--- config.mk ---
export PLATFORM = sky130hd
export DESIGN_NAME = audio_wb_regfile_flat
export DESIGN_NICKNAME = d
export VERILOG_FILES = /design/src/psoc_audio_pkg.sv /design/src/audio_ctrl_if.sv /design/src/audio_wb_regfile.sv /design/src/flat_wrapper.sv
export SDC_FILE = /design/constraint.sdc
export NUM_CORES = 1
export LEC_CHECK = 0
export BUFFER_PORTS_ARGS = -buffer_cell sky130_fd_sc_hd__buf_2
export CAP_MARGIN = 30
export CORE_MARGIN = 4
export CORE_UTILIZATION = 45
export CTS_CLUSTER_SIZE = 24
export DETAILED_ROUTE_END_ITERATION = 6
export GPL_TIMING_DRIVEN = 0
export PLACE_DENSITY = 0.88
export SLEW_MARGIN = 25
export SYNTH_ARGS = -nofsm -noshare
export SYNTH_HDL_FRONTEND = slang
export SYNTH_SLANG_ARGS = --single-unit
--- constraint.sdc ---
create_clock -name clk -period 8.45 [get_ports clk]
set_input_delay 1.69 -clock clk [delete_from_list [all_inputs] [get_ports clk]]
set_output_delay 1.69 -clock clk [all_outputs]
set_load 0.01 [all_outputs]
--- src/psoc_audio_pkg.sv ---
// Audio peripheral shared definitions
// Sample pair type, register map and control bit positions

package psoc_audio_pkg;

    // One channel sample, two's complement
    localparam int SAMPLE_BITS = 24;

    // Stereo pair as stored in the FIFO, left in the upper half
    typedef struct packed {
        logic [SAMPLE_BITS-1:0] left;
        logic [SAMPLE_BITS-1:0] right;
    } sample_pair_t;

    // Register word offsets, low 5 address bits decoded
    localparam logic [4:0] REG_CTRL   = 5'h00;
    localparam logic [4:0] REG_STATUS = 5'h04;
    localparam logic [4:0] REG_THRESH = 5'h08;
    localparam logic [4:0] REG_LEFT   = 5'h0c;
    localparam logic [4:0] REG_RIGHT  = 5'h10;

    // CTRL bit positions
    localparam int CTRL_I2S_EN   = 0;
    localparam int CTRL_DAC_EN   = 1;
    localparam int CTRL_DAC_MODE = 2;
    localparam int CTRL_SW_RST   = 3;

    // FIFO low threshold after reset
    localparam int THRESH_RESET = 16;

endpackage

--- src/audio_ctrl_if.sv ---
// Audio control bundle
// Control levels and the soft reset pulse from the register file

`timescale 1ns/1ps

interface audio_ctrl_if #(
    parameter int FIFO_LEN_BITS = 8
);

    logic                   i2s_enable;
    logic                   dac_enable;
    logic                   dac_mode;
    // One cycle pulse
    logic                   sw_rst;
    logic [FIFO_LEN_BITS:0] threshold;

    // Register file side
    modport ctrl (
        output i2s_enable, dac_enable, dac_mode, sw_rst, threshold
    );

    // Datapath side
    modport datapath (
        input i2s_enable, dac_enable, dac_mode, sw_rst, threshold
    );

endinterface

--- src/audio_wb_regfile.sv ---
// Audio Wishbone register file
// Single-ack slave holding CTRL, threshold and the pending left sample

`timescale 1ns/1ps

module audio_wb_regfile #(
    parameter int FIFO_LEN_BITS = 8
) (
    input  logic                         clk,
    input  logic                         rst_i,
    input  logic [31:0]                  wb_adr_i,
    input  logic [31:0]                  wb_dat_i,
    input  logic                         wb_we_i,
    input  logic                         wb_stb_i,
    input  logic                         wb_cyc_i,
    output logic [31:0]                  wb_dat_o,
    output logic                         wb_ack_o,
    input  logic                         fifo_full_i,
    input  logic                         fifo_empty_i,
    input  logic                         fifo_low_i,
    input  logic [FIFO_LEN_BITS:0]       fifo_level_i,
    output psoc_audio_pkg::sample_pair_t sample_o,
    output logic                         sample_wr_o,
    audio_ctrl_if.ctrl                   ctrl_o
);

    import psoc_audio_pkg::*;

    logic [4:0]             reg_adr;
    logic                   access;
    logic                   wr_en;
    logic [31:0]            ctrl_word;
    logic [31:0]            status_word;
    logic [31:0]            rd_word;
    logic                   ack_q;
    logic [31:0]            dat_q;
    logic                   i2s_en_q;
    logic                   dac_en_q;
    logic                   dac_mode_q;
    logic                   sw_rst_q;
    logic [FIFO_LEN_BITS:0] thresh_q;
    logic                   sample_wr_q;
    logic [SAMPLE_BITS-1:0] left_q;
    logic [SAMPLE_BITS-1:0] right_q;

    assign reg_adr = wb_adr_i[4:0];

    // New access only while ack is low, so ack lasts one cycle
    assign access = wb_stb_i && wb_cyc_i && !ack_q;
    assign wr_en  = access && wb_we_i;

    always_comb begin
        ctrl_word = '0;
        ctrl_word[CTRL_I2S_EN]   = i2s_en_q;
        ctrl_word[CTRL_DAC_EN]   = dac_en_q;
        ctrl_word[CTRL_DAC_MODE] = dac_mode_q;

        status_word = '0;
        status_word[0] = fifo_full_i;
        status_word[1] = fifo_empty_i;
        status_word[2] = fifo_low_i;
        status_word[8 +: FIFO_LEN_BITS+1] = fifo_level_i;

        // Sample registers are write-only
        case (reg_adr)
            REG_CTRL:   rd_word = ctrl_word;
            REG_STATUS: rd_word = status_word;
            REG_THRESH: rd_word = 32'(thresh_q);
            default:    rd_word = '0;
        endcase
    end

    always_ff @(posedge clk) begin
        if (rst_i) begin
            ack_q       <= 1'b0;
            i2s_en_q    <= 1'b0;
            dac_en_q    <= 1'b0;
            dac_mode_q  <= 1'b0;
            sw_rst_q    <= 1'b0;
            thresh_q    <= (FIFO_LEN_BITS+1)'(THRESH_RESET);
            sample_wr_q <= 1'b0;
        end else begin
            ack_q       <= access;
            sw_rst_q    <= 1'b0;
            sample_wr_q <= 1'b0;
            if (wr_en) begin
                case (reg_adr)
                    REG_CTRL: begin
                        i2s_en_q   <= wb_dat_i[CTRL_I2S_EN];
                        dac_en_q   <= wb_dat_i[CTRL_DAC_EN];
                        dac_mode_q <= wb_dat_i[CTRL_DAC_MODE];
                        sw_rst_q   <= wb_dat_i[CTRL_SW_RST];
                    end
                    REG_THRESH: thresh_q <= wb_dat_i[FIFO_LEN_BITS:0];
                    // Right write completes the pair
                    REG_RIGHT:  sample_wr_q <= 1'b1;
                    default: ;
                endcase
            end
        end
    end

    // Read data and sample payload
    always_ff @(posedge clk) begin
        if (access) begin
            dat_q <= rd_word;
        end
        if (wr_en && reg_adr == REG_LEFT) begin
            left_q <= wb_dat_i[SAMPLE_BITS-1:0];
        end
        if (wr_en && reg_adr == REG_RIGHT) begin
            right_q <= wb_dat_i[SAMPLE_BITS-1:0];
        end
    end

    assign wb_ack_o    = ack_q;
    assign wb_dat_o    = dat_q;
    assign sample_wr_o = sample_wr_q;
    assign sample_o    = '{left: left_q, right: right_q};

    assign ctrl_o.i2s_enable = i2s_en_q;
    assign ctrl_o.dac_enable = dac_en_q;
    assign ctrl_o.dac_mode   = dac_mode_q;
    assign ctrl_o.sw_rst     = sw_rst_q;
    assign ctrl_o.threshold  = thresh_q;

endmodule

--- src/flat_wrapper.sv ---
// flat-port wrapper written by rule: the top's interface ports become plain ports
module audio_wb_regfile_flat import psoc_audio_pkg::*;
#(
    parameter int FIFO_LEN_BITS = 8
)
  (clk, rst_i, wb_adr_i, wb_dat_i, wb_we_i, wb_stb_i, wb_cyc_i, wb_dat_o, wb_ack_o, fifo_full_i, fifo_empty_i, fifo_low_i, fifo_level_i, sample_o, sample_wr_o, ctrl_o_i2s_enable, ctrl_o_dac_enable, ctrl_o_dac_mode, ctrl_o_sw_rst, ctrl_o_threshold);
  audio_ctrl_if #(.FIFO_LEN_BITS(FIFO_LEN_BITS)) ctrl_o_i ();
  input  logic clk;
  input  logic rst_i;
  input  logic [31:0] wb_adr_i;
  input  logic [31:0] wb_dat_i;
  input  logic wb_we_i;
  input  logic wb_stb_i;
  input  logic wb_cyc_i;
  output logic [31:0] wb_dat_o;
  output logic wb_ack_o;
  input  logic fifo_full_i;
  input  logic fifo_empty_i;
  input  logic fifo_low_i;
  input  logic [FIFO_LEN_BITS:0] fifo_level_i;
  output psoc_audio_pkg::sample_pair_t sample_o;
  output logic sample_wr_o;
  output wire logic [$bits(ctrl_o_i.i2s_enable)-1:0] ctrl_o_i2s_enable;
  output wire logic [$bits(ctrl_o_i.dac_enable)-1:0] ctrl_o_dac_enable;
  output wire logic [$bits(ctrl_o_i.dac_mode)-1:0] ctrl_o_dac_mode;
  output wire logic [$bits(ctrl_o_i.sw_rst)-1:0] ctrl_o_sw_rst;
  output wire logic [$bits(ctrl_o_i.threshold)-1:0] ctrl_o_threshold;
  assign ctrl_o_i2s_enable = ctrl_o_i.i2s_enable;
  assign ctrl_o_dac_enable = ctrl_o_i.dac_enable;
  assign ctrl_o_dac_mode = ctrl_o_i.dac_mode;
  assign ctrl_o_sw_rst = ctrl_o_i.sw_rst;
  assign ctrl_o_threshold = ctrl_o_i.threshold;
  audio_wb_regfile #(.FIFO_LEN_BITS(FIFO_LEN_BITS)) u_core (.clk(clk), .rst_i(rst_i), .wb_adr_i(wb_adr_i), .wb_dat_i(wb_dat_i), .wb_we_i(wb_we_i), .wb_stb_i(wb_stb_i), .wb_cyc_i(wb_cyc_i), .wb_dat_o(wb_dat_o), .wb_ack_o(wb_ack_o), .fifo_full_i(fifo_full_i), .fifo_empty_i(fifo_empty_i), .fifo_low_i(fifo_low_i), .fifo_level_i(fifo_level_i), .sample_o(sample_o), .sample_wr_o(sample_wr_o), .ctrl_o(ctrl_o_i));
endmodule
==> flow_summary.yaml <==
placed_design:
  place_ws_ns: 5.24
  dp_cells: 390
  place.detailed.hpwl_um: 4950
  placed_area_um2: 3720
  portBuffers: 125
  routabilityCongestion: 0.762
layout:
  diodes: 0
  area_delta_synth_final_pct: 34.5
  final_area_um2: 3920
  nets: 405
  drive_gt1_share_pct: 50.5
  final_cells: 406
pwr:
  leakage_nw: 1.68
  power_density_nw_per_um2: 190
  power_w: 0.000744
  ir_drop_uv: 100
logic_synthesis:
  synthTopCellsByCount: "edfxtp_1 (65), nand2b_1 (20), buf_4 (15), dfxtp_1 (15), and2_1 (13)"
  syn_avg_cell_area_um2: 17.0
  seq_area_frac_synth_pct: 77.3
  synth_area_um2: 2920
  synth_xor_area_share_pct: 0
  synth.mux.area_fraction_pct: 4.12
  yosysUniqueCellTypes: 24
  synth_area_leaders: "edfxtp_1 (67%), dfxtp_1 (10%), nand2b_1 (4.3%)"
  synth_compound_area_share_pct: 1.33
  synthCells: 171
  synth_seq_cells: 80
  yosys.area.top_type_share_pct: 67.0
  yosysWarnings: 0
  synth_top_family_by_area: "simple AND/OR/NAND/NOR gates"
  async_flop_share_pct: 0
  synth-edff-count: 65
  synthSimpleGateAreaFrac_pct: 11.8
  synth_most_common_cell: "edfxtp_1"
  synth_area_leader_cell: "edfxtp_1"
  synthFlopType: "edfxtp_1"
  synth_fa_ha_area_share_pct: 0
route:
  wirelength_met1_um: 2510
  drc: 0
  top_layer: "met4"
  wl_um: 6490
  wl_met3_um: 561
  drtPass1Iterations: 4
  postRouteAntennaNets: 0
  met2_length_um: 3340
  num_vias: 1881
  routedWlPerCell_um: 16.0
  drt_iter0_markers: 68
  vias_per_cell: 4.63
clock_network:
  cts_root_buf: "clkbuf_8"
  cts.sinks: 80
  worstSkewPairLatency_ns: 0.33
  cts_tree: "done"
  postCtsHoldBufs: 0
  cts_buffers: 9
  clockBufferDepth: 2
  post_cts_resized: 0
  cts_setup_buffers: 0
  htree_levels: 3
  clkTransAtPathRegs_ns: 0.08
worst_setup_path:
  setup.worst_path.class: "input port to flop"
  worstPathCellList: "buf_2, nor3_4, and4b_2"
  cp.arrival_ns: 2.82
  cp_slowest_cell: "and4b_2"
  cp.required_ns: 8.42
  start_kind: "input port"
  end_kind: "flop"
  crit_fanout: 25
  max_stage_delay_ns: 0.71
timing:
  worstMarginPinSlew_ns: 0.868
  fin_crit_sh_pct: 33.7
  rsz0062_at_grt: "false"
  slew_violations: 0
  clock_skew_ns: 0.00763
  fin_crit_ns: 2.84
  fin_setup_tns_ns: 0
  clock.fmax_mhz: 352
  hold_violations: 0
  timing.final.ws_setup_ns: 5.61
  maxSlewHeadroom_pct: 42.1
  final-setup-viol-count: 0
grt:
  overflow: 0
  grt_pass1_vias: 1909
  grt_max_degree: 26
  antenna_found_initial: 0
  grtUsageTotal_pct: 16.9
  grt_pass1_wl_um: 9650
die:
  die_w_um: 88.5
  start_util_pct: 46.2
  ios: 176
  num_rows: 29
  core_area_um2: 6310
  die_area_um2: 7830
  die_h_um: 88.5
run:
  drv_cap: 0
run_status:
  status: "completed"
hold_path:
  min_path_type: "flop to flop"
## cell type report
type	count	area, um2
buffer	20	156
clock buffer	11	141
clock inverter	5	55.1
fill	531	2390
multi-input combinational	85	568
sequential	80	2250
tap	77	96.3
timing repair buffer	128	652
## stage by stage
stage	hold slack [ns]	utilization (%)
finish	0.497	62.1
global route	0.515	62.1
CTS	0.499	62.1
detailed placement	0.487	59.0
global placement	0.457	58.4
floorplan	0.500	-
## layer usage
metal  up-vias  GRT usage, %
li1        898             -
met1       890          20.1
met4         0          7.42
met3         7          3.63
met5         -             0
met2        86          29.4
## critical path, delay by kind of cell
kind | cells | cell delay (ns)
buffers and inverters | 1 | 0.13
and+or+nand+nor | 2 | 0.98
## power by group
part	total, W	internal (W)	leakage (nW)	switching (W)
combinational	0.0000395	0.0000188	0.873	0.0000207
sequential	0.000430	0.000429	0.705	0.00000121
clock	0.000274	0.000144	0.0974	0.000130
## cells in the final DEF, fill, tap and decap left out, types with 2 or more instances in the layout
master,count
buf_4,17
nand2_1,2
nor2_1,5
clkbuf_1,3
and2_1,13
mux2i_1,12
clkbuf_8,10
a221o_1,3
nand2b_1,20
buf_2,125
buf_6,2
conb_1,15
nor2b_1,2
edfxtp_1,65
dfxtp_1,15
and3_1,4
## state kept, by name, indices dropped and copies added, names as in the netlist
name,flops
u_core.left_q,24
u_core.sample_wr_o,1
u_core.wb_ack_o,1
u_core.ctrl_o.dac_enable,1
u_core.ctrl_o.i2s_enable,1
u_core.wb_dat_o,17
u_core.ctrl_o.sw_rst,1
u_core.right_q,24
u_core.ctrl_o.threshold,9
u_core.ctrl_o.dac_mode,1
## kinds of logic (layout without fill, tap and decap cells)
kind of cell | Yosys count | after routing
AO/OA/AOI/OAI | 4 | 4
AND/OR/NAND/NOR | 54 | 54
multiplexers | 12 | 12
buffers and inverters | 20 | 164
flip-flops | 80 | 80
other | 1 | 15
## final timing paths
kind                   startpoint                  to  slack [ns]  cells past startpoint
setup / recovery      wb_adr_i[2]  u_core.right_q[11]        5.61                      3
hold / removal    u_core.wb_ack_o     u_core.wb_ack_o        0.50                      1
setup reg to reg  u_core.wb_ack_o    u_core.left_q[6]        6.69                      4
hold reg to reg   u_core.wb_ack_o     u_core.wb_ack_o        0.50                      1
No activity file was read; power rests on OpenSTA's default activity.
