<file path="config.mk">
export PLATFORM = sky130hd
export DESIGN_NAME = sigma_delta_dac
export DESIGN_NICKNAME = d
export VERILOG_FILES = /design/src/psoc_audio_pkg.sv /design/src/sigma_delta_dac.sv
export SDC_FILE = /design/constraint.sdc
export NUM_CORES = 1
export LEC_CHECK = 0
export BUFFER_PORTS_ARGS = -buffer_cell sky130_fd_sc_hd__buf_2
export CAP_MARGIN = 25
export CORE_AREA = 2 2 124 126
export CTS_BUF_LIST = sky130_fd_sc_hd__clkbuf_8
export DETAILED_ROUTE_END_ITERATION = 7
export DIE_AREA = 0 0 126 128
export GPL_TIMING_DRIVEN = 0
export HOLD_SLACK_MARGIN = 0.03
export PLACE_DENSITY = 0.62
export SLEW_MARGIN = 20
export SYNTH_ARGS = -nofsm -noshare
export SYNTH_HDL_FRONTEND = slang
export SYNTH_SLANG_ARGS = --single-unit
</file>
<file path="constraint.sdc">
create_clock -name clk -period 3.4 [get_ports clk]
set_input_delay 0.51 -clock clk [delete_from_list [all_inputs] [get_ports clk]]
set_output_delay 0.51 -clock clk [all_outputs]
set_load 0.05 [all_outputs]
</file>
<file path="src/psoc_audio_pkg.sv">
// Audio peripheral shared definitions
// Sample pair type, register map and control bit positions

package psoc_audio_pkg;

    // One channel sample, two's complement
    localparam int SAMPLE_BITS = 24;

    // Stereo pair as stored in the FIFO, left in the upper half
    typedef struct packed {
        logic [SAMPLE_BITS-1:0] left;
        logic [SAMPLE_BITS-1:0] right;
    } sample_pair_t;

    // Register word offsets, low 5 address bits decoded
    localparam logic [4:0] REG_CTRL   = 5'h00;
    localparam logic [4:0] REG_STATUS = 5'h04;
    localparam logic [4:0] REG_THRESH = 5'h08;
    localparam logic [4:0] REG_LEFT   = 5'h0c;
    localparam logic [4:0] REG_RIGHT  = 5'h10;

    // CTRL bit positions
    localparam int CTRL_I2S_EN   = 0;
    localparam int CTRL_DAC_EN   = 1;
    localparam int CTRL_DAC_MODE = 2;
    localparam int CTRL_SW_RST   = 3;

    // FIFO low threshold after reset
    localparam int THRESH_RESET = 16;

endpackage

</file>
<file path="src/sigma_delta_dac.sv">
// Stereo sigma-delta DAC
// First-order modulators with one-bit outputs, fed from the sample FIFO

`timescale 1ns/1ps

module sigma_delta_dac #(
    parameter int DAC_SAMPLE_DIV = 256
) (
    input  logic                         clk,
    input  logic                         rst_i,
    input  logic                         enable_i,
    input  psoc_audio_pkg::sample_pair_t fifo_data_i,
    input  logic                         fifo_empty_i,
    output logic                         fifo_rd_o,
    output logic                         phone_l_o,
    output logic                         phone_r_o
);

    import psoc_audio_pkg::*;

    localparam int DIV_BITS = $clog2(DAC_SAMPLE_DIV);

    logic [DIV_BITS-1:0]  div_q;
    sample_pair_t         sample_q;
    logic [SAMPLE_BITS:0] acc_l_q;
    logic [SAMPLE_BITS:0] acc_r_q;

    // Add offset-binary sample to the accumulator, carry lands in the MSB
    function automatic logic [SAMPLE_BITS:0] sd_step(
        input logic [SAMPLE_BITS:0]   acc,
        input logic [SAMPLE_BITS-1:0] sample
    );
        logic [SAMPLE_BITS-1:0] offset;
        offset = {~sample[SAMPLE_BITS-1], sample[SAMPLE_BITS-2:0]};
        return {1'b0, acc[SAMPLE_BITS-1:0]} + {1'b0, offset};
    endfunction

    // One pop per sample period, skipped when empty
    assign fifo_rd_o = enable_i && (div_q == '1) && !fifo_empty_i;

    always_ff @(posedge clk) begin
        if (rst_i) begin
            div_q    <= '0;
            sample_q <= '0;
            acc_l_q  <= '0;
            acc_r_q  <= '0;
        end else if (!enable_i) begin
            div_q   <= '0;
            acc_l_q <= '0;
            acc_r_q <= '0;
        end else begin
            div_q <= div_q + 1'b1;
            // Last sample is held while the FIFO is empty
            if (fifo_rd_o) begin
                sample_q <= fifo_data_i;
            end
            acc_l_q <= sd_step(acc_l_q, sample_q.left);
            acc_r_q <= sd_step(acc_r_q, sample_q.right);
        end
    end

    assign phone_l_o = acc_l_q[SAMPLE_BITS];
    assign phone_r_o = acc_r_q[SAMPLE_BITS];

endmodule

</file>
==> results of run 1 <==
## worst min-delay path, stage by stage
cell	delay, ns
buf_2	0.09
nand2_1	0.04
a21oi_1	0.05
## how the worst max path moves through the flow
stage	start	end	slack (ns)
finish	sample_q[24]	acc_l_q[16]	1.05
global route	sample_q[24]	acc_l_q[16]	0.86
CTS	sample_q[0]	acc_r_q[20]	1.05
detailed placement	sample_q[24]	acc_l_q[16]	1.08
global placement	sample_q[24]	acc_l_q[16]	1.07
floorplan	div_q[0]	fifo_rd_o	0.70
## per-layer routing
| metal | global-route usage (%) | part of all wire (%) |
|---|---|---|
| met1 | 22.2 | 47 |
| met2 | 29.6 | 48 |
| met3 | 4.30 | 3.7 |
| met4 | 3.81 | 0.95 |
| met5 | 0 | 0 |
## cells in the final DEF (no fill, tap or decap), drive strengths merged, types with 12 or more instances in the layout
cell,netlist,routed
nor3,15,15
a211oi,14,14
nand3,17,17
nand2,131,131
o21a,14,14
dfxtp,106,106
a21oi,102,102
clkbuf,22,32
a21o,14,14
buf,9,63
o21ai,32,32
ha,49,49
nor2,40,40
xor2,12,12
and2,13,13
## cells in the mapped netlist, drive strengths merged (10+ instances only)
cell    instances
and2           13
ha             49
dfxtp         106
xnor2          11
a21oi         102
xor2           12
clkbuf         22
nor2           40
a211oi         14
nand2         131
nor3           15
o21ai          32
o21a           14
nand3          17
a21o           14
inv            10
## per-stage QoR
step	hold WS, ns	instances	power [W]
2_1_floorplan	0.418	714	0.00131
3_3_place_gp	0.433	956	0.00136
3_5_place_dp	0.445	956	0.00136
4_1_cts	0.325	972	0.00222
5_1_grt	0.338	972	0.00227
6_report	0.342	972	0.00218
## registers in the layout (all words and copies together) (netlist names)
signal,count
acc_l_q,25
sample_q,48
acc_r_q,25
div_q,8
## cell type report
type                            instances  area share [%]
Buffer                                 31            1.93
Timing Repair Buffer                   54            4.14
Multi-Input combinational cell        567            53.9
Inverter                               10           0.574
Clock buffer                           10            2.11
Sequential cell                       106            32.5
Tap cell                              188            3.60
Clock inverter                          6            1.24
## power by group
group	internal [W]	switching, W
clock network	0.000429	0.000426
registers	0.00124	0.00000195
logic	0.0000333	0.0000476
total	0.00171	0.000476
## logic make-up after synthesis
| group | Yosys count |
|---|---|
| xor+xnor | 23 |
| fa+ha+maj | 51 |
| simple gates | 267 |
| mux | 5 |
| flops | 106 |
| compound gates | 221 |
| buf+inv | 41 |
==> metrics.cfg, run 1 <==
[grt]
grt_max_degree=17
grt_pass1_vias=4779
grt_pass1_wl_um=22800
overflow=0
antenna_found_initial=0
grt_use_total_pct=17.3

[clock_network]
clk_latency_ns=0.40
clkSinkCount=106
hold_buffers=0
postCtsSetupRepairBufs=0
cts_buffers=9
clk_pin_slew_ns=0.10
root_buffer=clkbuf_8
clock_path_buffers=2
cts_resized=0
cts_tree=built
ctsHtreeMaxLevel=3

[synthesis]
yosys_warnings=0
synth_compound_area_share_pct=23.7
netlist_instances=714
synth_area_leaders=dfxtp_1, ha_1, nand2_1
synth_flop_cell=dfxtp_1
synth_top_family_by_area=compound AO/OA/AOI/OAI gates
ys_seq_elements=106
ys_seq_area_share_pct=36.5
synthMuxAreaShare_pct=0.883
synth_cell_types=64
syn_avg_cell_area_um2=8.14
synth_top_area_share_pct=36.5
syn-cell-area_mm2=0.00581
synth_top_cell_by_area=dfxtp_1
synth-simple-area-share_pct=21.4
synth_nets=817
synth-adder-area-share_pct=11.2
synth-xor-area-share_pct=3.47
async_reset_ff_share_pct=0
synth-edff-count=0

[placement]
dp_hpwl_um=10000
globalplace.congestion=0.825
io_buffers=54
preCtsSetupSlack_ns=1.08
placed_area_mm2=0.00632

[outcome]
status=finished clean

[critical_path]
crit_path_max_fanout=3
max_stage_delay_ns=0.45
crit_path_top_delay_cell=fa_1
arrival_ns=2.61
critPathTopFamily=compound AO/OA/AOI/OAI gates
reg2reg_depth=8
cp_cell_sequence=ha_1 > fa_1 > a211oi_1 > o21ai_1 > a211oi_1 > o21bai_1 > xnor2_1 > nor2_1
r2r_start=sample_q[24]
crit_buf_inv=0
crit_type=reg2reg
regToRegSetupSlack_ns=1.05
worstSetupStartpointType=flip-flop
reg2reg_to=acc_l_q[16]
cp_common_cell=a211oi_1
crit_cells=8
crit_path_end_kind=flip-flop
cp.required_ns=3.67

[layout]
fillers=1579
area.sequential_mm2=0.00212
fin_nets=882
drive_gt1_share_pct=11.9
n_antenna_cell=0
synthToLayoutAreaGrowth_pct=12.5
multi_input_area_mm2=0.00352
finish.utilization_pct=44.0
final_area_mm2=0.00654

[floorplan]
rows=45
die_h_um=128
core_area_mm2=0.0149
die-area_mm2=0.0161
ios=55
initial_core_util_pct=39.1
die_w_um=126

[sta]
finalHoldViolations=0
min_period_ns=2.35
max_slew_margin_pct=54.0
fin_worst_skew_ns=0.0165
fin_tns_setup_ns=0
drv_slew=0
min_period_over_period_pct=69.0
fmax_ghz=0.426
rsz0062_at_grt=false
finalWorstSetupSlack_ns=1.05
setup_viol=0
worst_pin_slew_ns=0.684

[route]
totalWireLength_um=13200
ant_nets=0
post-route-drc-count=0
wl_per_cell_um=13.6
drt_iter0_markers=273
firstDrtPassIters=4
viasPerCell=5.20
num_vias=5054

[pwr]
p_leak_nw=2.64
powerDensity_mw_per_mm2=334
vdd_drop_max_v=0.000191

[run]
drv_cap=0

[worst_hold_path]
holdPathStages=3
min_to=sample_q[3]
holdCritStartpoint=fifo_data_i[3]
hold_path.class=in2reg

Power figures use the tool's default switching activity.
==> run 2: changes to the inputs <==
--- a/config.mk
+++ b/config.mk
@@ -5,12 +5,13 @@
 export SDC_FILE = /design/constraint.sdc
 export NUM_CORES = 1
 export LEC_CHECK = 0
+export ABC_AREA = 1
 export BUFFER_PORTS_ARGS = -buffer_cell sky130_fd_sc_hd__buf_2
 export CAP_MARGIN = 25
-export CORE_AREA = 2 2 124 126
+export CORE_AREA = 2 2 132 134
 export CTS_BUF_LIST = sky130_fd_sc_hd__clkbuf_8
 export DETAILED_ROUTE_END_ITERATION = 7
-export DIE_AREA = 0 0 126 128
+export DIE_AREA = 0 0 134 136
 export GPL_TIMING_DRIVEN = 0
 export HOLD_SLACK_MARGIN = 0.03
 export PLACE_DENSITY = 0.62
==> constraint.sdc (replaced) <==
create_clock -name clk -period 2.44 [get_ports clk]
set_input_delay 0.366 -clock clk [delete_from_list [all_inputs] [get_ports clk]]
set_output_delay 0.366 -clock clk [all_outputs]
set_load 0.05 [all_outputs]
==> metrics.cfg, run 2 <==
[synthesis]
syn-cell-area_mm2=0.00661
synth-edff-count=0
synth_nets=1191
ys_seq_area_share_pct=32.1
syn_avg_cell_area_um2=6.08
synth_area_leaders=dfxtp_1, nand2_1, nor2_1
async_reset_ff_share_pct=0
synth_flop_cell=dfxtp_1
synth_top_cell_by_area=dfxtp_1
netlist_instances=1088
synth_commonest_cells=nand2_1, nor2_1, inv_1, dfxtp_1, o21ai_0
synth_top_area_share_pct=32.1
yosysMostFrequentCell=nand2_1
ys_seq_elements=106
synth_cell_types=25
yosys_warnings=0

[layout]
final_common_cell=nand2_1
area.sequential_mm2=0.00212
finish.utilization_pct=43.7
largestRegisters=sample_q: 48 flops, acc_l_q: 25 flops, acc_r_q: 25 flops
mostFrequentLayoutCells=nand2_1, nor2_1, inv_1
fillers=1905
n_antenna_cell=0
largest_reg_flops=48
multi_input_area_mm2=0.00372
synthToLayoutAreaGrowth_pct=11.6
fin_nets=1257
drive_gt1_share_pct=6.82
top_register=sample_q

[route]
ant_nets=0
viasPerCell=4.53
num_vias=6276
post-route-drc-count=0
drt_iter0_markers=276
wl_per_cell_um=12.0
firstDrtPassIters=5
totalWireLength_um=16600

[critical_path]
crit_type=reg2out
max_stage_delay_ns=0.36
cp_common_cell=nand2_2
crit_path_top_delay_cell=dfxtp_1
cp.required_ns=2.07
arrival_ns=1.85
crit_path_end_kind=output port
crit_path_max_fanout=3
cp_cell_sequence=ha_1 > nand2_1 > inv_2 > nand2_2 > nor2_2 > nand2_2 > nor4_4 > buf_6 > buf_4
worstSetupStartpointType=flip-flop

[pwr]
p_leak_nw=3.97
vdd_drop_max_v=0.000300
powerDensity_mw_per_mm2=402

[clock_network]
clk_pin_slew_ns=0.10
root_buffer=clkbuf_8
clock_path_buffers=2
ctsHtreeMaxLevel=3
cts_buffers=9
cts_tree=built
clk_latency_ns=0.38
hold_buffers=0
clkSinkCount=106

[grt]
antenna_found_initial=0
top_usage_layer=met2
overflow=0
gr-usage-met3_pct=3.84
grtUsageMet2_pct=35.0
met1_usage_pct=22.5
grt_pass1_wl_um=27400
grt_use_total_pct=19.2
grt_max_degree=17
grt_pass1_vias=5921

[sta]
setup_viol=0
max_slew_margin_pct=55.2
drv_slew=0
finalHoldViolations=0
fmax_ghz=0.451
rsz0062_at_grt=false
min_period_over_period_pct=90.9
min_period_ns=2.22
worst_pin_slew_ns=0.671
fin_tns_setup_ns=0
fin_worst_skew_ns=0.0111

[placement]
io_buffers=54
globalplace.congestion=0.937
dp_hpwl_um=13400

[floorplan]
die_h_um=136
core_area_mm2=0.0169
die_w_um=134
initial_core_util_pct=39.2
ios=55
rows=48
die-area_mm2=0.0182

[run]
drv_cap=0

[outcome]
status=finished clean

[worst_hold_path]
hold_path.class=in2reg

run 2: cell count changes in the layout (fill, tap and decap cells not counted), sizes merged, moves of 9 or more:
cell | previous run | this run
nand2 | 131 | 331
inv | 11 | 178
nor2 | 40 | 206
a21oi | 102 | 53
o21ai | 32 | 68
nand3 | 17 | 45
a211oi | 14 | 0
a21o | 14 | 0
and2 | 13 | 0
o21a | 14 | 1
xor2 | 12 | 1
xnor2 | 11 | 2
run 2: logic make-up (layout without fill, tap and decap cells):
group                    count (synthesis)  in the layout  share of synthesized area [%]
AO/OA/AOI/OAI                          123            123                           9.38
XOR/XNOR                                 3              3                          0.397
adder cells (fa/ha/maj)                 51             51                           9.88
buffers and inverters                  197            268                           11.7
flip-flops                             106            106                           32.1
AND/OR/NAND/NOR                        608            608                           36.6
run 2: final cells by class:
type                            count  share of cell area [%]
Sequential cell                   106                    28.8
Timing Repair Buffer               55                    3.80
Tap cell                          225                    3.82
Buffer                             20                    1.53
Multi-Input combinational cell    785                    50.4
Clock buffer                       10                    1.87
Clock inverter                      6                   0.797
Inverter                          177                    9.00
run 2: final timing paths:
| kind | from | to | slack (ns) | depth (start not counted) |
|---|---|---|---|---|
| worst max register to register | sample_q[24] | acc_l_q[24] | 0.36 | 12 |
| worst min-delay path | fifo_data_i[8] | sample_q[8] | 0.24 | 3 |
| worst min register to register | div_q[0] | div_q[0] | 0.45 | 1 |
| worst max-delay path | div_q[0] | fifo_rd_o | 0.22 | 9 |
run 2: layer usage:
metal  vias up  part of all wire, %
met5         -                    0
met4         0                  2.2
met3        24                  3.9
met2        78                   48
met1      2686                   46
li1       3488                    -
run 2: what timing repair did:
action	4_1_cts	5_1_grt
setup endpoints to repair	1	1
buffers inserted	0	1
resized for setup	1	3
cloned	0	0
run 2: stage by stage:
step	worst slack (ns)	std cells	hold slack [ns]	area (um2)	power (W)
floorplan	0.702	1088	0.418	6610	0.00183
global placement	0.370	1367	0.432	7170	0.00190
detailed placement	0.366	1367	0.439	7170	0.00190
CTS	0.0170	1383	0.217	7360	0.00302
global route	0.0695	1384	0.216	7380	0.00311
finish	0.221	1384	0.236	7380	0.00296
run 2: report_power, final:
| group | internal, W | switching, W | leakage, nW |
|---|---|---|---|
| clock | 0.000496 | 0.000612 | 0.105 |
| combinational | 0.0000488 | 0.0000719 | 3.01 |
| sequential | 0.00173 | 0.00000170 | 0.854 |
| total | 0.00228 | 0.000685 | 3.97 |
run 2: critical path, delay by kind of cell, from the launching register on:
kind	cells	cell delay (ns)
DFF	1	0.36
adders and majority gates	1	0.17
and+or+nand+nor	5	0.52
buffers and inverters	3	0.41
