[src/clock_generator.sv]
// Clock enable generator
// Free-running divider giving strobes at 1/4 and 1/16 of clk

`timescale 1ns/1ps

module clock_generator (
    input  logic clk,
    input  logic rst_i,
    output logic clk_en_4_o,
    output logic clk_en_16_o
);

    logic [3:0] cnt_q;

    always_ff @(posedge clk) begin
        if (rst_i) begin
            cnt_q <= '0;
        end else begin
            cnt_q <= cnt_q + 4'd1;
        end
    end

    // Strobes fire on the last count of each period
    assign clk_en_4_o  = (cnt_q[1:0] == 2'b11);
    assign clk_en_16_o = (cnt_q == 4'hf);

endmodule

[config.mk]
export PLATFORM = sky130hd
export DESIGN_NAME = clock_generator
export DESIGN_NICKNAME = d
export VERILOG_FILES = /design/src/clock_generator.sv
export SDC_FILE = /design/constraint.sdc
export NUM_CORES = 1
export LEC_CHECK = 0
export BUFFER_PORTS_ARGS = -buffer_cell sky130_fd_sc_hd__buf_4
export CAP_MARGIN = 10
export CORE_AREA = 3 3 40 42
export DETAILED_ROUTE_END_ITERATION = 12
export DIE_AREA = 0 0 43 45
export RECOVER_POWER = 25
export SLEW_MARGIN = 20
export SYNTH_ARGS = -nofsm -noshare
export SYNTH_HDL_FRONTEND = slang
export SYNTH_SLANG_ARGS = --single-unit
[constraint.sdc]
create_clock -name clk -period 2.2 [get_ports clk]
set_input_delay 0.33 -clock clk [delete_from_list [all_inputs] [get_ports clk]]
set_output_delay 0.33 -clock clk [all_outputs]
set_load 0.01 [all_outputs]
==> key figures, run 1 <==
Hold path
  – Worst min-delay path class: in -> reg

CTS
  – TritonCTS clock tree: done
  – CTS Hold Bufs: 0
  – Worst-skew pair later-pin latency: between 0.2 and 0.25 ns
  – H-Tree Depth: 1
  – Root Driver: clkbuf_4
  – Post-CTS resize count: 0
  – Post-CTS Setup Repair Bufs: 0
  – Clock-pin slew on the worst setup and hold paths: around 0.030 ns
  – Cts bufs inserted: 3
  – CTS sink cnt: 4
  – Max clock buf depth: 2

Place
  – Final RePlAce weighted congestion: between 0.6 and 0.7
  – Place WS: around 0.98 ns
  – Placed cells: 32
  – Port bufs: 3
  – Post-DP Area: 194 um^2

Floorplanning
  – Die Y: ~45 um
  – Core Region: roughly 1300 um^2
  – # IOs: 4
  – FP Rows: 13
  – Starting density of the core: 0.119
  – Die W: approximately 43 um
  – Die ar.: roughly 1900 um^2

Critical path
  – Worst path cell trace: ha_1 -> and3_2 -> buf_4
  – Critical path class: reg -> out
  – CP required: between 1.5 and 2 ns
  – Largest stage delay, worst path: approximately 0.32 ns
  – Worst setup SP type: register
  – Slowest-stage cell, CP: dfxtp_1
  – Worst path arrival time: 1.13 ns
  – Critical Path Fanout Max: 3
  – Critical Path Sink Type: output pin

Synthesis
  – Post-synthesis adder-cell area fraction: 0.0820
  – Top post-synthesis cells by area: dfxtp_1 (52%), mux2_4 (9.8%), ha_1 (8.2%)
  – EDFF count, synth: 0
  – Xor and xnor area share after synthesis: 0.0574
  – Syn Area/Cell: 10.9 um^2
  – Mapped Area: approximately 150 um^2
  – Largest family of logic cells by synthesized area: simple AND/OR/NAND/NOR gates
  – Cell with the most instances after synthesis: dfxtp_1
  – Post-Synthesis Cells: 14
  – Post-synth top flop: dfxtp_1
  – Asr flop ratio synth: 0
  – Post-synth top cells: dfxtp_1 (4), nor2_1 (3), nor2b_1 (2)
  – Compound-gate portion of the synthesized area: 0
  – Mux cell area share after synthesis: 0.0984
  – Yosys cell types: 8
  – Top cell type by total area after synthesis: dfxtp_1
  – Synth warn: 0
  – Number of synthesized register bits: 4
  – Sequential fraction of the synthesis area: 0.525
  – Synth Net Count: 17
  – Post-synth top area share: 0.525
  – Post-Synth Simple-Gate Area: 0.238

Cells and area
  – Layout cell share with drive strength beyond 1: 0.400
  – Syn-to-layout area delta: 41.8%
  – Largest register FFs: 4
  – Final Core Density: 0.168
  – Finished layout cell area: 216 um^2
  – Biggest register: cnt_q
  – Post-Layout Cell Count: 35
  – Final net count: 25
  – Antenna Cells: 0
  – Biggest regs: cnt_q (4)

STA
  – Max Transition Viols Final: 0
  – Slew headroom: 0.910
  – Setup TNS: 0 ns
  – PnR worst setup slack: approximately 0.74 ns
  – Endpoints failing hold: 0
  – Period minus WS final: 1.46 ns
  – Fmax: between 600 and 700 MHz
  – Worst Hold Slack: 0.289 ns
  – Period Utilization, post-route: 0.663
  – Clk_skew: 0.00315 ns
  – Worst-margin pin slew: around 0.14 ns
  – RSZ-0062 raised after global routing: no
  – # setup viols final: 0

Routing
  – Routed len/inst: between 7 and 8 um
  – Final WL: 258 um
  – Vias per cell: between 3 and 4
  – Number of routed nets with antenna violations: 0
  – Vias: approximately 120
  – Number of DRC markers in iteration 0: 0
  – # DRC: 0
  – First drt pass iteration count: 1

GRT
  – Grt ovf: 0
  – First-pass GRT wire length: 524 um
  – GRT Total Usage: 0.0434
  – Number of global-route vias before repair: about 130
  – Largest net degree at the start of global routing: 6
  – Antenna violations before repair: 0

Power
  – Pleak: about 0.099 nW
  – Pwr Total: between 0.15 and 0.2 mW
  – VDD IR max: ~0.36 mV
  – Total power per unit cell area: roughly 840 nW/um^2

Run status
  – Run status: completed

Flow run
  – Max-cap viol count: 0
-- cell families (layout without fill, tap and decap cells) --
logic type    after synthesis  after routing
simple gates                7              7
flops                       4              4
fa+ha+maj                   1              1
xor+xnor                    1              1
mux                         1              1
buf+inv                     0              6
-- cells in the final DEF, fill, tap and decap left out --
cell,instances
dfxtp_1,4
nor2_1,3
clkbuf_4,3
buf_4,3
nor2b_1,2
and3_2,1
xnor2_1,1
nand3_1,1
mux2_4,1
ha_1,1
-- worst paths after layout --
check	from	endpoint	slack, ns	cells past startpoint
setup / recovery	cnt_q[0]	clk_en_16_o	0.74	3
hold / removal	rst_i	cnt_q[0]	0.29	2
setup reg to reg	cnt_q[2]	cnt_q[3]	1.32	2
hold reg to reg	cnt_q[0]	cnt_q[0]	0.44	1
-- worst max-delay path: cells and delay by family, from the launching register on --
kind | cells | cell delay, ns
adders and majority gates | 1 | 0.24
buffers and inverters | 1 | 0.14
and+or+nand+nor | 1 | 0.20
DFF | 1 | 0.32
-- per-layer routing --
metal	global-route usage	vias up	routed length [um]
met5	0	-	0
met4	0	0	0
met3	0.0717	0	49
met2	0.0509	7	94
met1	0.0412	59	114
li1	-	58	-
-- area by class of cell --
| type | instances | area, um^2 |
|---|---|---|
| fill | 147 | 1070 |
| sequential | 4 | 80.1 |
| multi-input combinational | 10 | 72.6 |
| clock buffer | 3 | 22.5 |
| timing repair buffer | 3 | 22.5 |
| tap | 15 | 18.8 |
-- report_power, final --
| group | internal, mW | total [mW] | switching, mW |
|---|---|---|---|
| Clock | 0.0609 | 0.0898 | 0.0288 |
| Combinational | 0.00690 | 0.0118 | 0.00492 |
| Sequential | 0.0777 | 0.0809 | 0.00316 |
| Total | 0.146 | 0.182 | 0.0369 |
Power figures use the tool's default switching activity.
==> inputs of run 2 (changes only) <==
--- a/config.mk
+++ b/config.mk
@@ -5,6 +5,7 @@
 export SDC_FILE = /design/constraint.sdc
 export NUM_CORES = 1
 export LEC_CHECK = 0
+export ABC_AREA = 1
 export BUFFER_PORTS_ARGS = -buffer_cell sky130_fd_sc_hd__buf_4
 export CAP_MARGIN = 10
 export CORE_AREA = 3 3 40 42
==> constraint.sdc (replaced) <==
create_clock -name clk -period 1.25 [get_ports clk]
set_input_delay 0.1875 -clock clk [delete_from_list [all_inputs] [get_ports clk]]
set_output_delay 0.1875 -clock clk [all_outputs]
set_load 0.01 [all_outputs]
==> run 2 against run 1 <==
- register-to-register slack got worse by 0.92 ns
- cell area rose by 9.2%
- first-iteration DRC count rose by 1
- utilization rose by 1.6 points
- final cell count rose by 20%
- clock-buffer cell count did not move
- critical endpoint unchanged
- critical path depth rose by 1
==> key figures, run 2 <==
STA
  – Period Utilization, post-route: 0.924
  – RSZ-0062 raised after global routing: no
  – Max Transition Viols Final: 0 (unchanged)
  – Slew headroom: 0.939 (+0.0291)
  – Worst-margin pin slew: 0.0913 ns (-0.0437 ns)
  – Clk_skew: 0.00700 ns (+0.00385 ns)
  – Fmax: between 800 and 900 MHz
  – Endpoints failing hold: 0 (unchanged)
  – Period minus WS final: 1.16 ns
  – # setup viols final: 0 (unchanged)
  – Setup TNS: 0 ns (unchanged)

GRT
  – First-pass GRT wire length: 455 um (-13%)
  – Antenna violations before repair: 0 (unchanged)
  – Grt ovf: 0 (unchanged)
  – GRT Total Usage: 0.0392 (-0.00420)
  – Number of global-route vias before repair: 123 (-6.8%)
  – Largest net degree at the start of global routing: 4 (-2)

Synthesis
  – Post-synth top flop: dfxtp_1
  – Synth Net Count: 23 (+6)
  – Mapped Area: 150 um^2 (-1.6%)
  – Top post-synthesis cells by area: dfxtp_1 (53%), nor2_1 (18%), nand2_1 (10%)
  – Post-Synthesis Cells: 20 (+6)
  – Synth warn: 0 (unchanged)
  – Sequential fraction of the synthesis area: 0.533 (+0.00874)
  – Cell with the most instances after synthesis: nor2_1
  – Top cell type by total area after synthesis: dfxtp_1
  – Post-synth top area share: 0.533 (+0.00874)
  – EDFF count, synth: 0 (unchanged)
  – Asr flop ratio synth: 0 (unchanged)
  – Number of synthesized register bits: 4 (unchanged)
  – Post-synth top cells: nor2_1 (7), dfxtp_1 (4), nand2_1 (4)
  – Yosys cell types: 6 (-2)
  – Syn Area/Cell: 7.51 um^2 (-31%)

CTS
  – Root Driver: clkbuf_4
  – Max clock buf depth: 2 (unchanged)
  – CTS Hold Bufs: 0 (unchanged)
  – H-Tree Depth: 1 (unchanged)
  – Cts bufs inserted: 3 (unchanged)
  – Clock-pin slew on the worst setup and hold paths: 0.03 ns (about the same)
  – TritonCTS clock tree: done
  – Worst-skew pair later-pin latency: 0.24 ns (about the same)
  – CTS sink cnt: 4 (unchanged)

Routing
  – Number of DRC markers in iteration 0: 1 (+1)
  – First drt pass iteration count: 4 (+3)
  – # DRC: 0 (unchanged)
  – Final WL: 274 um (+6.2%)
  – Routed len/inst: 6.52 um (-11%)
  – Vias: 140 (+13%)
  – Number of routed nets with antenna violations: 0 (unchanged)
  – Vias per cell: 3.33 (-5.9%)

Critical path
  – Worst path arrival time: 0.97 ns (-0.16 ns)
  – Worst setup SP type: register
  – Critical Path Fanout Max: 3 (unchanged)
  – Crit-path leading delay family: flip-flops
  – Critical Path Sink Type: output pin
  – Largest stage delay, worst path: 0.35 ns (+0.03 ns)
  – Slowest-stage cell, CP: dfxtp_2
  – Buf/Inv on CP: 1 (unchanged)
  – Worst path cell trace: ha_4 -> nand2_1 -> nor2_1 -> buf_4
  – Critical path class: reg -> out
  – CP required: 1.06 ns (-0.81 ns)

Place
  – Final RePlAce weighted congestion: 0.639 (-2.6%)
  – DP Wirelength: about 190 um
  – Port bufs: 3 (unchanged)

Power
  – Total power per unit cell area: 1400 nW/um^2 (+67%)
  – Pleak: 0.110 nW (+12%)
  – VDD IR max: 0.401 mV (+13%)

Floorplanning
  – Die Y: 45 um (unchanged)
  – Core Region: 1280 um^2 (unchanged)
  – Die W: 43 um (unchanged)
  – # IOs: 4 (unchanged)
  – FP Rows: 13 (unchanged)
  – Starting density of the core: 0.117 (-0.00195)
  – Die ar.: 1940 um^2 (unchanged)

Cells and area
  – Biggest register: cnt_q
  – Final Core Density: 0.184 (+0.0156)
  – Commonest non-fill, non-tap cell in the layout: nor2_1
  – Biggest regs: cnt_q (4)
  – Final net count: 32 (+28%)
  – Syn-to-layout area delta: 57.5%
  – Largest register FFs: 4 (unchanged)
  – Commonest cells after routing, fill and taps aside: nor2_1 (7), nand2_1 (4), buf_4 (4)
  – Fill count: 144 (-2.0%)
  – Antenna Cells: 0 (unchanged)
  – Layout cell share with drive strength beyond 1: 0.370 (-0.0296)

Hold path
  – Worst min-delay path class: in -> reg

Run status
  – Run status: completed

Flow run
  – Max-cap viol count: 0 (unchanged)
[run 2: layout make-up]
class                   count  area [um^2]  area share
well taps                  15         18.8      0.0794
flip-flops and latches      4         82.6       0.349
inverters                   3         11.3      0.0476
multi-input cells          13         71.3       0.302
clock buffers               3         22.5      0.0952
repair buffers              4         30.0       0.127
[run 2: path summary, 6_finish.rpt]
path / slack [ns] / from / cells past startpoint / endpoint
max: 0.09 / cnt_q[0] / 4 / clk_en_16_o
min reg2reg: 0.44 / cnt_q[0] / 1 / cnt_q[0]
max reg2reg: 0.40 / cnt_q[0] / 4 / cnt_q[2]
min: 0.12 / rst_i / 2 / cnt_q[1]
[run 2: metal layers]
layer / wire length [um] / track usage / vias to the layer above
met1: 118 / 0.0338 / 60
met4: 0 / 0.0181 / 0
met5: 0 / 0 / -
li1: - / - / 74
met3: 47 / 0.0637 / 0
met2: 108 / 0.0419 / 6
[run 2: timing repair]
item                       4_1_cts  5_1_grt
resized for setup                1        3
setup endpoints to repair        1        1
pin swaps                        1        0
setup buffers                    1        0
[run 2: kinds of logic (layout without fill, tap and decap cells)]
group	Yosys count	in the layout	share of synthesized area
DFF	4	4	0.533
buffers and inverters	3	10	0.0750
adders and majority gates	1	1	0.0833
and+or+nand+nor	12	12	0.308
[run 2: where the power goes]
group / leakage [nW] / internal (mW) / switching [mW] / total, mW
Combinational: 0.0628 / 0.0140 / 0.0108 / 0.0249
Clock: 0.0138 / 0.107 / 0.0542 / 0.162
Sequential: 0.0334 / 0.138 / 0.00772 / 0.146
[run 2: metrics by stage]
step | worst slack [ns] | hold WS [ns] | total power, mW | std cells | area (um^2)
final | 0.0944 | 0.121 | 0.332 | 42 | 236
after global routing | 0.0208 | 0.125 | 0.360 | 42 | 236
after global placement | 0.233 | 0.362 | 0.163 | 38 | 191
after floorplan | 0.256 | 0.254 | 0.156 | 20 | 150
after detailed placement | 0.239 | 0.367 | 0.164 | 38 | 191
after CTS | 0.0208 | 0.117 | 0.335 | 42 | 224
==> inputs of run 3 (changes only) <==
==> constraint.sdc (replaced) <==
create_clock -name clk -period 1.25 [get_ports clk]
set_input_delay 0.1875 -clock clk [delete_from_list [all_inputs] [get_ports clk]]
set_output_delay 0.1875 -clock clk [all_outputs]
set_load 0.05 [all_outputs]
==> run 3 against run 2 <==
- clock-buffer cell count is the same
- worst setup slack lost 0.060 ns
- sequential cell count is the same
- hold slack lost 0.0035 ns
- highest routed layer unchanged
- critical endpoint is now clk_en_4_o
- via count grew 11%
==> key figures, run 3 (synthesis results as in run 2) <==
Hold path
  – Worst min-delay path class: in -> reg

Cells and area
  – Largest register FFs: 4 (unchanged)
  – Antenna Cells: 0 (unchanged)
  – Layout cell share with drive strength beyond 1: 0.500 (+0.130)
  – Syn-to-layout area delta: 85.0%
  – Final Core Density: 0.216 (+0.0321)
  – Biggest register: cnt_q
  – Post-Layout Cell Count: 45 (+7.1%)
  – FF+latch area: 82.6 um^2 (unchanged)
  – Fill count: 145 (+0.69%)
  – Commonest cells after routing, fill and taps aside: nor2_1 (6), buf_4 (6), inv_1 (3), nand2_1 (3), clkbuf_4 (3)
  – Biggest regs: cnt_q (4)
  – Final net count: 35 (+9.4%)
  – Multi-input logic area: 86.3 um^2 (+21%)

STA
  – Slew headroom: 0.891 (-0.0485)
  – Worst-margin pin slew: 0.164 ns (+0.0727 ns)
  – Endpoints failing hold: 0 (unchanged)
  – Max Transition Viols Final: 0 (unchanged)
  – Period minus WS final: 1.22 ns (+0.0603 ns)
  – RSZ-0062 raised after global routing: yes
  – Clk_skew: 0.00635 ns (-0.000650 ns)
  – Period Utilization, post-route: 0.973 (+0.0483)
  – Fmax: 822 MHz (-5.0%)
  – # setup viols final: 0 (unchanged)
  – Worst Hold Slack: 0.117 ns (-0.00354 ns)

Routing
  – Vias: 156 (+11%)
  – Routed len/inst: 6.76 um (+3.6%)
  – Number of routed nets with antenna violations: 0 (unchanged)
  – Number of DRC markers in iteration 0: 1 (unchanged)
  – Final WL: 304 um (+11%)
  – First drt pass iteration count: 2 (-2)
  – # DRC: 0 (unchanged)
  – Vias per cell: 3.47 (+4.0%)

CTS
  – Worst-skew pair later-pin latency: 0.24 ns (about the same)
  – Max clock buf depth: 2 (unchanged)
  – Root Driver: clkbuf_4
  – Clock-pin slew on the worst setup and hold paths: 0.03 ns (about the same)
  – CTS sink cnt: 4 (unchanged)
  – CTS Hold Bufs: 0 (unchanged)
  – H-Tree Depth: 1 (unchanged)
  – Cts bufs inserted: 3 (unchanged)
  – TritonCTS clock tree: done

Critical path
  – Critical path class: reg -> out
  – Critical Path Sink Type: output pin
  – Critical Path Fanout Max: 3 (unchanged)
  – Worst path arrival time: 1.03 ns (+0.06 ns)
  – Worst setup SP type: register
  – CP required: 1.06 ns (about the same)

Place
  – DP Wirelength: 194 um (+0.73%)
  – Placed cells: 38 (unchanged)
  – Final RePlAce weighted congestion: 0.694 (+8.6%)
  – Port bufs: 3 (unchanged)

Power
  – Pwr Total: 0.348 mW (+4.8%)
  – VDD IR max: 0.395 mV (-1.5%)
  – Pleak: 0.140 nW (+27%)
  – Total power per unit cell area: 1250 nW/um^2 (-11%)

Run status
  – Run status: completed

Flow run
  – Max-cap viol count: 0 (unchanged)

Floorplanning
  – Die Y: 45 um (unchanged)
  – Die W: 43 um (unchanged)
  – # IOs: 4 (unchanged)
  – Core Region: 1280 um^2 (unchanged)
  – Starting density of the core: 0.117 (unchanged)
  – FP Rows: 13 (unchanged)
  – Die ar.: 1940 um^2 (unchanged)

GRT
  – Grt ovf: 0 (unchanged)
  – First-pass GRT wire length: 476 um (+4.6%)
  – Number of global-route vias before repair: 130 (+5.7%)
  – Largest net degree at the start of global routing: 4 (unchanged)
  – Antenna violations before repair: 0 (unchanged)
  – GRT Total Usage: 0.0417 (+0.00250)
## run 3: cell count changes in the layout (fill, tap and decap cells not counted), sizes merged
cell / change
buf: +3
## run 3: area by class of cell
cell class | instances | area share
well taps | 15 | 0.0676
flip-flops and latches | 4 | 0.297
multi-input cells | 13 | 0.311
repair buffers | 7 | 0.203
inverters | 3 | 0.0405
clock buffers | 3 | 0.0811
## run 3: through the flow
step | TNS [ns] | setup slack [ns] | cell area [um^2]
floorplan | 0 | 0.0124 | 170
global placement | 0 | 0.148 | 211
detailed placement | 0 | 0.133 | 211
CTS | 0 | 0.00542 | 250
global route | -0.00440 | -0.00440 | 278
finish | 0 | 0.0340 | 278
## run 3: what timing repair did
item,in CTS,in global routing
endpoints found under the hold margin,0,0
pin swaps,0,2
buffers inserted,1,3
gates resized for setup,4,1
endpoints found under the setup margin,1,1
## run 3: power breakdown
part	internal (mW)	switching (mW)	total, mW
sequential	0.138	0.00832	0.146
combinational	0.0222	0.0186	0.0408
clock	0.107	0.0536	0.161
## run 3: metal layers
metal	wire length [um]	vias up	GRT usage	part of all wire
met5	0	-	0	0
met4	0	0	0.0361	0
met3	43	0	0.0598	0.14
met2	135	8	0.0449	0.44
met1	125	67	0.0338	0.41
li1	-	81	-	-
## run 3: final timing paths
kind         startpoint         end  slack [ns]  cells after the start
min               rst_i    cnt_q[0]        0.12                      2
max            cnt_q[1]  clk_en_4_o        0.03                      3
max reg2reg    cnt_q[1]    cnt_q[2]        0.39                      5
min reg2reg    cnt_q[2]    cnt_q[2]        0.52                      2
## run 3: critical path: stages (launching register included)
cell     delay (ns)
dfxtp_2        0.32
ha_4           0.17
buf_4          0.12
buf_4          0.18
